==> config.mk <==
export PLATFORM = sky130hd
export DESIGN_NAME = mmem_top
export DESIGN_NICKNAME = d
export VERILOG_FILES = /design/src/hw/mmem_pkg.sv /design/src/hw/mmem_top.sv /design/src/hw/mmem_seq.sv /design/src/hw/mbus_alu.sv /design/src/hw/mmem_dpram.sv
export VERILOG_INCLUDE_DIRS = /design/src /design/src/hw
export SDC_FILE = /design/constraint.sdc
export NUM_CORES = 2
export LEC_CHECK = 0
export BUFFER_PORTS_ARGS = -buffer_cell sky130_fd_sc_hd__buf_2
export CAP_MARGIN = 20
export CORE_MARGIN = 4
export CORE_UTILIZATION = 30
export CTS_BUF_LIST = sky130_fd_sc_hd__clkbuf_8
export DETAILED_ROUTE_END_ITERATION = 7
export GPL_TIMING_DRIVEN = 0
export PLACE_DENSITY = 0.55
export SYNTH_ARGS = -nofsm -noshare
export SYNTH_HDL_FRONTEND = slang
export SYNTH_SLANG_ARGS = --single-unit
==> constraint.sdc <==
create_clock -name clk_a -period 8.4 [get_ports clk_a]
set_clock_uncertainty 0.15 [all_clocks]
set_input_delay 0.84 -clock clk_a [delete_from_list [all_inputs] [get_ports clk_a]]
set_output_delay 0.84 -clock clk_a [all_outputs]
set_load 0.005 [all_outputs]
==> src/hw/mmem_settings.svh <==
// Sizing constants for the microcode scratchpad slice.

`ifndef MMEM_SETTINGS_SVH
`define MMEM_SETTINGS_SVH

// ******************************
// Scratchpad geometry
// ******************************

// Address width of both RAM ports.
`define MMEM_AW 5

// Width of one scratchpad word.
`define MMEM_DW 32

// Number of words, two to the power MMEM_AW.
`define MMEM_DEPTH 32

`endif
==> src/hw/mmem_pkg.sv <==
// Opcode and sequencer state types shared by the scratchpad slice.

package mmem_pkg;

   // ******************************
   // Host opcodes
   // ******************************
   typedef enum logic [2:0]
   {
      op_load = 3'd0, // Result is the immediate.
      op_move = 3'd1, // Result is source a.
      op_add  = 3'd2, // Wraps modulo 2**32.
      op_sub  = 3'd3,
      op_and  = 3'd4,
      op_or   = 3'd5,
      op_xor  = 3'd6,
      op_read = 3'd7  // Source a without write-back.
   } opcode_t;

   // ******************************
   // Sequencer states
   // ******************************
   typedef enum logic [1:0]
   {
      st_idle  = 2'd0,
      st_read  = 2'd1, // RAM ports read both sources.
      st_exec  = 2'd2, // ALU registers its result.
      st_write = 2'd3  // Write-back and result strobe.
   } seq_state_t;

endpackage

==> src/hw/mmem_top.sv <==
// Scratchpad slice top level joining the sequencer, the dual-port RAM and the ALU.

`timescale 1ns/1ns

`include "mmem_settings.svh"

module mmem_top
(
   input  logic                clk_a,
   input  logic                reset,
   input  logic                op_valid,
   input  mmem_pkg::opcode_t   opcode,
   input  logic [`MMEM_AW-1:0] src_a,
   input  logic [`MMEM_AW-1:0] src_b,
   input  logic [`MMEM_AW-1:0] dst,
   input  logic [`MMEM_DW-1:0] imm,
   output logic [`MMEM_DW-1:0] result,
   output logic                result_valid,
   output logic                busy,
   output logic                overrun
);

   mmem_pkg::opcode_t   op_q;
   logic [`MMEM_DW-1:0] imm_q;
   logic [`MMEM_AW-1:0] address_a;
   logic [`MMEM_AW-1:0] address_b;
   logic                rden_a;
   logic                rden_b;
   logic                wren_a;
   logic [`MMEM_DW-1:0] q_a;
   logic [`MMEM_DW-1:0] q_b;

   // ******************************
   // Sequencer
   // ******************************
   mmem_seq u_seq
   (
      .clk_a        (clk_a),
      .reset        (reset),
      .op_valid     (op_valid),
      .opcode       (opcode),
      .src_a        (src_a),
      .src_b        (src_b),
      .dst          (dst),
      .imm          (imm),
      .op_q         (op_q),
      .imm_q        (imm_q),
      .address_a    (address_a),
      .address_b    (address_b),
      .rden_a       (rden_a),
      .rden_b       (rden_b),
      .wren_a       (wren_a),
      .result_valid (result_valid),
      .busy         (busy),
      .overrun      (overrun)
   );

   // ******************************
   // Scratchpad and ALU
   // ******************************
   mmem_dpram u_ram
   (
      .clk_a     (clk_a),
      .reset     (reset),
      .address_a (address_a),
      .address_b (address_b),
      .data_a    (result), // Write-back of the ALU register.
      .wren_a    (wren_a),
      .rden_a    (rden_a),
      .rden_b    (rden_b),
      .q_a       (q_a),
      .q_b       (q_b)
   );

   mbus_alu u_alu
   (
      .clk_a  (clk_a),
      .reset  (reset),
      .opcode (op_q),
      .a      (q_a),
      .b      (q_b),
      .imm    (imm_q),
      .result (result)
   );

endmodule

==> src/hw/mmem_seq.sv <==
// Sequencer that steps one host operation through read, execute and write-back.

`timescale 1ns/1ns

`include "mmem_settings.svh"

module mmem_seq
(
   input  logic                clk_a,
   input  logic                reset,
   input  logic                op_valid,
   input  mmem_pkg::opcode_t   opcode,
   input  logic [`MMEM_AW-1:0] src_a,
   input  logic [`MMEM_AW-1:0] src_b,
   input  logic [`MMEM_AW-1:0] dst,
   input  logic [`MMEM_DW-1:0] imm,
   output mmem_pkg::opcode_t   op_q,
   output logic [`MMEM_DW-1:0] imm_q,
   output logic [`MMEM_AW-1:0] address_a,
   output logic [`MMEM_AW-1:0] address_b,
   output logic                rden_a,
   output logic                rden_b,
   output logic                wren_a,
   output logic                result_valid,
   output logic                busy,
   output logic                overrun
);

   mmem_pkg::seq_state_t state;
   mmem_pkg::seq_state_t state_next;

   logic [`MMEM_AW-1:0] src_a_q;
   logic [`MMEM_AW-1:0] src_b_q;
   logic [`MMEM_AW-1:0] dst_q;
   logic                accept;

   assign accept = op_valid && (state == mmem_pkg::st_idle);

   // ******************************
   // State machine
   // ******************************
   always_comb
   begin
      state_next = state;
      case (state)
         mmem_pkg::st_idle:
         begin
            if (op_valid)
            begin
               state_next = mmem_pkg::st_read;
            end
         end
         mmem_pkg::st_read:
         begin
            state_next = mmem_pkg::st_exec;
         end
         mmem_pkg::st_exec:
         begin
            state_next = mmem_pkg::st_write;
         end
         default:
         begin
            state_next = mmem_pkg::st_idle; // Back from st_write.
         end
      endcase
   end

   always_ff @(posedge clk_a)
   begin
      if (reset)
      begin
         state <= mmem_pkg::st_idle;
      end
      else
      begin
         state <= state_next;
      end
   end

   // ******************************
   // Operation capture
   // ******************************
   always_ff @(posedge clk_a)
   begin
      if (accept)
      begin
         op_q    <= opcode;
         imm_q   <= imm;
         src_a_q <= src_a;
         src_b_q <= src_b;
         dst_q   <= dst;
      end
   end

   // Strobes seen while busy are dropped and latched here until reset.
   always_ff @(posedge clk_a)
   begin
      if (reset)
      begin
         overrun <= 1'b0;
      end
      else if (op_valid && (state != mmem_pkg::st_idle))
      begin
         overrun <= 1'b1;
      end
   end

   // ******************************
   // RAM controls and status
   // ******************************
   assign address_a    = (state == mmem_pkg::st_write) ? dst_q : src_a_q;
   assign address_b    = src_b_q;
   assign rden_a       = (state == mmem_pkg::st_read);
   assign rden_b       = (state == mmem_pkg::st_read);
   assign wren_a       = (state == mmem_pkg::st_write) && (op_q != mmem_pkg::op_read);
   assign result_valid = (state == mmem_pkg::st_write); // ALU output is settled here.
   assign busy         = (state != mmem_pkg::st_idle);

endmodule

==> src/hw/mbus_alu.sv <==
// Registered ALU combining the scratchpad read words or the immediate.

`timescale 1ns/1ns

`include "mmem_settings.svh"

module mbus_alu
(
   input  logic                clk_a,
   input  logic                reset,
   input  mmem_pkg::opcode_t   opcode,
   input  logic [`MMEM_DW-1:0] a,
   input  logic [`MMEM_DW-1:0] b,
   input  logic [`MMEM_DW-1:0] imm,
   output logic [`MMEM_DW-1:0] result
);

   logic [`MMEM_DW-1:0] alu_next;

   // ******************************
   // Function select
   // ******************************
   always_comb
   begin
      case (opcode)
         mmem_pkg::op_load:
         begin
            alu_next = imm;
         end
         mmem_pkg::op_move:
         begin
            alu_next = a;
         end
         mmem_pkg::op_add:
         begin
            alu_next = a + b; // Carry out is dropped.
         end
         mmem_pkg::op_sub:
         begin
            alu_next = a - b;
         end
         mmem_pkg::op_and:
         begin
            alu_next = a & b;
         end
         mmem_pkg::op_or:
         begin
            alu_next = a | b;
         end
         mmem_pkg::op_xor:
         begin
            alu_next = a ^ b;
         end
         mmem_pkg::op_read:
         begin
            alu_next = a; // Shown on the result port only.
         end
         default:
         begin
            alu_next = a;
         end
      endcase
   end

   // ******************************
   // Result register
   // ******************************
   always_ff @(posedge clk_a)
   begin
      if (reset)
      begin
         result <= '0;
      end
      else
      begin
         result <= alu_next; // Loaded every cycle.
      end
   end

endmodule

==> src/hw/mmem_dpram.sv <==
// Dual-port synchronous scratchpad RAM with registered read ports.

`timescale 1ns/1ns

`include "mmem_settings.svh"

module mmem_dpram
(
   input  logic                clk_a,
   input  logic                reset,
   input  logic [`MMEM_AW-1:0] address_a,
   input  logic [`MMEM_AW-1:0] address_b,
   input  logic [`MMEM_DW-1:0] data_a,
   input  logic                wren_a,
   input  logic                rden_a,
   input  logic                rden_b,
   output logic [`MMEM_DW-1:0] q_a,
   output logic [`MMEM_DW-1:0] q_b
);

   logic [`MMEM_DW-1:0] mem [0:`MMEM_DEPTH-1]; // Contents survive reset.

   // ******************************
   // Write port
   // ******************************
   always_ff @(posedge clk_a)
   begin
      if (wren_a)
      begin
         mem[address_a] <= data_a;
      end
   end

   // ******************************
   // Read ports
   // ******************************
   // A read in the same cycle as a write returns the old word.
   always_ff @(posedge clk_a)
   begin
      if (reset)
      begin
         q_a <= '0;
      end
      else if (rden_a)
      begin
         q_a <= mem[address_a];
      end
   end

   always_ff @(posedge clk_a)
   begin
      if (reset)
      begin
         q_b <= '0;
      end
      else if (rden_b)
      begin
         q_b <= mem[address_b]; // Source b always on port b.
      end
   end

endmodule

* Word level (Yosys, flattened, before mapping)
Memory sizes are Yosys's and may differ from the RTL's. A register that Yosys moved wholly into a read port is not among the register bits.
Cells that the tools add are included.
** Storage, ports and cells
- Bits of input ports :: 53
- Bits in writable memories :: 1024
- Word-level logic and storage cells :: 39
- Memories kept :: 1
- Flip-flop bits (word level) :: 85
- Output and inout port bits :: 35
** Cells by class
- $add $sub $neg :: 2
- Reductions and logical operators :: 7
- Mux-type cells :: 6
- Equal/unequal tests :: 12
- Bitwise operators :: 3
** Memories
- u_ram.mem :: depth 32, bits a word 32, read ports 2, clocked after memory_dff 2, wr ports 1, line mmem_dpram.sv:21 : logic [`MMEM_DW-1:0] mem [0:`MMEM_DEPTH-1];
** Operator list (count)
- 32-bit case mux with 7 select lines :: 1
- 32-bit adder :: 1
- 32-bit AND :: 1
- 32-bit bitwise OR :: 1
- 32-bit subtractor :: 1
- 32-bit XOR :: 1
- 3-bit equality test (second input constant) :: 4
- 3-bit by 2-bit equality test with 1-bit output (second input constant) :: 2
- 2-bit case mux with 3 select lines :: 1
- 5-bit 2-to-1 mux :: 1
- 2-bit equality test (second input constant) :: 2
- 3-bit by 1-bit equality test with 1-bit output (second input constant) :: 1
- 1-bit logical AND :: 3
- 3-bit zero test :: 1
- 3-bit != test (second input constant) :: 1
- 2-bit by 1-bit equality test with 1-bit output (second input constant) :: 1
- 2-bit zero test :: 1
- 1-bit 2-to-1 mux :: 2
- 2-bit 2-to-1 mux :: 1
- 2-bit != test (second input constant) :: 1
- 2-bit nonzero test :: 1
- 2-bit OR reduction :: 1

* Logic depth before layout (Yosys ltp)
- Depth after elaboration :: 4
- Mapped depth :: 17
- Mapped depth without buffers :: 16

* Modules after synthesis
A second synthesis with hierarchy kept.
** Unflattened totals
- Cells, all modules :: 3403
- Area total of the unflattened synthesis :: 56605.5 µm²
** Modules (own cells, without submodules)
- mmem_dpram :: area an instance 48930.7 µm², cells each 2498, sequential area each 32030.7 µm², times used 1
- mbus_alu :: area an instance 5883.1 µm², cells each 825, sequential area each 640.6 µm², times used 1
- mmem_seq :: area an instance 1791.7 µm², cells each 80, sequential area each 1561.5 µm², times used 1

* Least setup slack after synthesis
No wires, ideal clock.
- Path kind :: reg-to-reg
- Start point :: register u_seq.state[0]
- End point :: memory u_ram.mem[8][0] (netlist name) (enable)
- Data arrival time :: 3330 ps
- Buffers on the path :: 4
- Library setup time :: 421 ps
- Path slack :: 4499 ps
- Cell stages (with the launch flop) :: 9
- Period minus slack after synthesis :: 3901 ps
- Data required time :: 7829 ps
- Path through :: dfxtp_1 > ha_1 > buf_6 > buf_2 > mux2i_1 > buf_2 > buf_1 > nand3_1 > nor2_1
** Between the ends
- Cells in the longest elaborated chain, start to end :: 4
- Elaborated cells on any way between the ends :: 5
- Classes of those cells :: eq/ne: 1; mux: 3; reduce/logical: 1
** RTL lines
- start: declaration :: line mmem_seq.sv:29 : mmem_pkg::seq_state_t state;
- start signal: assignment :: line mmem_seq.sv:72 : state <= mmem_pkg::st_idle;
- start signal: assignment :: line mmem_seq.sv:76 : state <= state_next;
- 2-bit equality test *
- net result_valid :: line mmem_top.sv:18 : output logic result_valid,
- 1-bit logical AND :: line mmem_seq.sv:115 : assign wren_a = (state == mmem_pkg::st_write) && (op_q != mmem_pkg::op_read);
- 1-bit 2-to-1 mux :: line mmem_dpram.sv:28 : if (wren_a)
- 1-bit 2-to-1 mux (implied by the code) :: line mmem_dpram.sv:30 : mem[address_a] <= data_a;
- end: declaration :: line mmem_dpram.sv:21
The timed path passes the listed nets; every way through them passes the cells marked *.

* Worst setup path after layout
- Start point :: register u_seq.state[0]
- End point :: memory u_ram.mem[2][21] (netlist name) (enable)
** Between the ends
- Cells in the longest elaborated chain, start to end :: 4
- Elaborated cells on any way between the ends :: 5
- Classes of those cells :: eq/ne: 1; mux: 3; reduce/logical: 1
** RTL lines (line)
- 2-bit equality test * :: mmem_seq.sv:111, mmem_seq.sv:115
- 1-bit logical AND :: mmem_seq.sv:115
- 1-bit 2-to-1 mux :: mmem_dpram.sv:28
- 1-bit 2-to-1 mux (implied by the code) :: mmem_dpram.sv:30
Every way passes the cells marked *; elsewhere a longest branch is shown, timed or not.

==> flow_summary_export.csv <==
group,metric,value,unit
timing,slew_headroom,0.0831,
global_routing,use_met2,0.363,
synthesis,avgSynthCellArea,16.1,sq um
timing,tightestPinTransition,1.34,ns
synthesis,ys_seq_area_frac,0.612,
hold_path,hold_class,"reg2reg",
die,chipHeight,440,um
detailed_routing,routedWlPerCell,35.6,um
clocking,clock-sinks,1173,
place,dp_hpwl,166000,um
setup_path,cp.arrival,6.75,ns
finish,nets,4078,
synthesis,syn_inst,3478,
setup_path,end_kind,"register",
synthesis,syn_area,55900,sq um
die,die_area,193000,sq um
setup_path,worst_path_most_repeated_cell,"clkbuf_1",
synthesis,synthArstFlopShare,0,
global_routing,antenna_found_initial,17,
detailed_routing,wl,234000,um
synthesis,synth_warnings,0,
clocking,clockBufferDepth,3,
die,start_util,0.302,
setup_path,worst-path-buf-inv,5,
detailed_routing,drc,0,
finish,syn2layout_area_growth,18.3,%
setup_path,criticalPathCategory,"reg2reg",
place,portBuffers,87,
clocking,numCtsBuffers,197,
setup_path,crit_path_top_delay_cell,"nor2_4",
synthesis,synth_fp_nets,3632,
detailed_routing,drtIter0Drc,6369,
global_routing,grtUsageTotal,0.237,
die,core,185000,sq um
timing,finalCriticalPeriod,6.27,ns
setup_path,cp_top_family,"buffers and inverters",
clocking,clock_latency,0.99,ns
synthesis,synth-seq-cells,1173,
timing,setup_viol,0,
clocking,root_buffer,"clkbuf_8",
global_routing,top_usage_layer,"met2",
timing,final.period_utilization,0.746,
detailed_routing,dr.pass1.iters,6,
timing,hold_viol,0,
global_routing,met1_usage,0.290,
finish,ff_latch_area,34200,sq um
finish,multiInputGateArea,20500,sq um
timing,final_max_slew_viol_count,0,
die,rows,158,
clocking,cts_max_level,4,
run_status,status,"finished, final reports clean",
detailed_routing,vias,38845,
timing,fmax,0.159,GHz
setup_path,cp.required,8.88,ns
clocking,tritoncts,"done",
die,ioPinCount,88,
power,ir_drop,0.000183,V
setup_path,setup.worst_path.start_class,"register",
global_routing,first_global_vias,37525,
setup_path,critPathMaxFanout,19,
finish,layout-drive-gt1-share,0.258,
power,p_leak,22.0,nW
detailed_routing,drt.antenna.violating_nets,0,
die,die_x,440,um
detailed_routing,viasPerCell,5.91,
global_routing,grt_pass1_wl,313000,um
finish,n_fill_cell,17802,
power,total_power,21.8,mW
global_routing,groute.layer.met3.usage,0.0959,
synthesis,synth_edf_count,1074,
global_routing,grt_overflow,0,
timing,rsz0062_at_grt,"no",
place,gp_congestion,0.933,
global_routing,grt_max_degree,51,
synthesis,ys.flop_type,"edfxtp_1",
clocking,cts_setup_buffers,0,
clocking,path_clk_slew,0.06,ns
setup_path,crit_path_cell_trace,"ha_1 -> buf_6 -> nand2b_4 -> and2_1 -> clkbuf_1 -> clkbuf_1 -> clkbuf_1 -> nand3_1 -> nor2_4 -> buf_12",
power,p_per_area,329,nW/um^2
timing,fin_setup_tns,0,ns
synthesis,ys_types,70,
setup_path,cpPeakStageDelay,1.09,ns
job,max-cap-violations,0,
-- cells in the mapped netlist, types with 48 or more instances --
library cell / count / area share
a21oi_1: 141 / 0.013
a22oi_1: 185 / 0.025
buf_2: 61 / 0.0055
clkbuf_1: 119 / 0.0080
dfxtp_1: 99 / 0.035
edfxtp_1: 1074 / 0.58
ha_1: 100 / 0.022
inv_1: 80 / 0.0054
mux2i_1: 134 / 0.024
mux4_2: 448 / 0.18
nand2_1: 241 / 0.016
nand3_1: 69 / 0.0062
nor2_1: 178 / 0.012
o21ai_0: 80 / 0.0072
xnor2_1: 48 / 0.0075
-- power by group --
group	leakage, nW	internal [mW]	total (mW)	switching [mW]
combinational	9.18	3.14	9.01	5.87
clock	2.12	2.37	4.87	2.50
sequential	10.7	7.29	7.92	0.630
total	22.0	12.8	21.8	9.00
-- flip-flops by register name (all words and copies together) (netlist names) --
name,flops
u_seq.address_b,5
u_seq.dst_q,5
u_seq.src_a_q,5
u_seq.state,2
u_seq.op_q,3
u_seq.overrun,1
u_ram.mem,1024
u_ram.q_b,32
u_ram.q_a,32
u_alu.result,32
u_seq.imm_q,32
-- worst paths after layout --
check                      to  depth (start not counted)           start  slack, ns
max          u_ram.mem[2][21]                         10  u_seq.state[0]       2.13
min             u_seq.overrun                          2   u_seq.overrun       0.32
max reg2reg  u_ram.mem[2][21]                         10  u_seq.state[0]       2.13
min reg2reg     u_seq.overrun                          2   u_seq.overrun       0.32
-- metal layers --
metal | vias up | wire length (um)
met2 | 3013 | 105000
met4 | 6 | 13300
met5 | - | 48
met3 | 637 | 32300
met1 | 19974 | 84000
li1 | 15215 | -
-- per-stage QoR --
step	cell area, sq um	worst slack, ns	hold slack [ns]	cells	util
5_1_grt	66100	2.30	0.351	6570	0.357
4_1_cts	66000	2.44	0.327	6557	0.356
2_1_floorplan	55900	4.50	0.310	3478	-
3_3_place_gp	59500	0.135	0.296	6045	0.321
3_5_place_dp	61800	2.46	0.311	6143	0.333
6_report	66200	2.13	0.320	6578	0.357
-- cells by family after synthesis --
| logic type | after synthesis | synth area share |
|---|---|---|
| DFF | 1173 | 0.612 |
| muxes | 584 | 0.205 |
| buffers and inverters | 326 | 0.0265 |
| adders and majority gates | 101 | 0.0227 |
| xor gates and xnor gates | 50 | 0.00783 |
| and+or+nand+nor | 610 | 0.0479 |
| AOI/OAI and AO/OA | 634 | 0.0781 |
-- what timing repair did --
item                                    4_1_cts  5_1_grt
resized for setup                             0        0
endpoints found under the setup margin        0        0
hold endpoints to repair                     52        0
hold buffers                                 51        0
-- worst register-to-register path, cell delays in order, from the launching register on --
cell and delay [ns]:
dfxtp_1 0.38, ha_1 0.27, buf_6 0.17, nand2b_4 0.16, and2_1 0.13, clkbuf_1 0.67
clkbuf_1 0.84, clkbuf_1 0.78, nand3_1 0.95, nor2_4 1.10, buf_12 0.30
-- layout by cell type, fill, tap and decap left out, types with 32 or more instances in the layout --
cell type and instances:
ha_1 100, mux2i_1 134, clkbuf_8 208, inv_1 150
o21ai_0 80, dfxtp_1 98, nand2_1 241, mux4_2 448
nor2_1 145, a21oi_1 141, dlygate4sd3_1 51, edfxtp_1 1074
nor2_4 32, buf_4 38, clkbuf_1 111, buf_16 42
a22oi_1 185, buf_12 32, xnor2_1 48, clkinv_1 48
a211oi_1 47, nand3_1 69, a311oi_1 33, buf_2 152
-- area by class of cell --
| type | count | share of cell area |
|---|---|---|
| Clock buffer | 208 | 0.0433 |
| Clock inverter | 155 | 0.0118 |
| Multi-Input combinational cell | 1979 | 0.309 |
| Timing Repair Buffer | 247 | 0.0483 |
| Sequential cell | 1173 | 0.517 |
| Tap cell | 2480 | 0.0469 |
| Buffer | 246 | 0.0181 |
| Inverter | 80 | 0.00454 |
| Antenna cell | 10 | 0.000378 |
No activity file was read; power rests on OpenSTA's default activity.
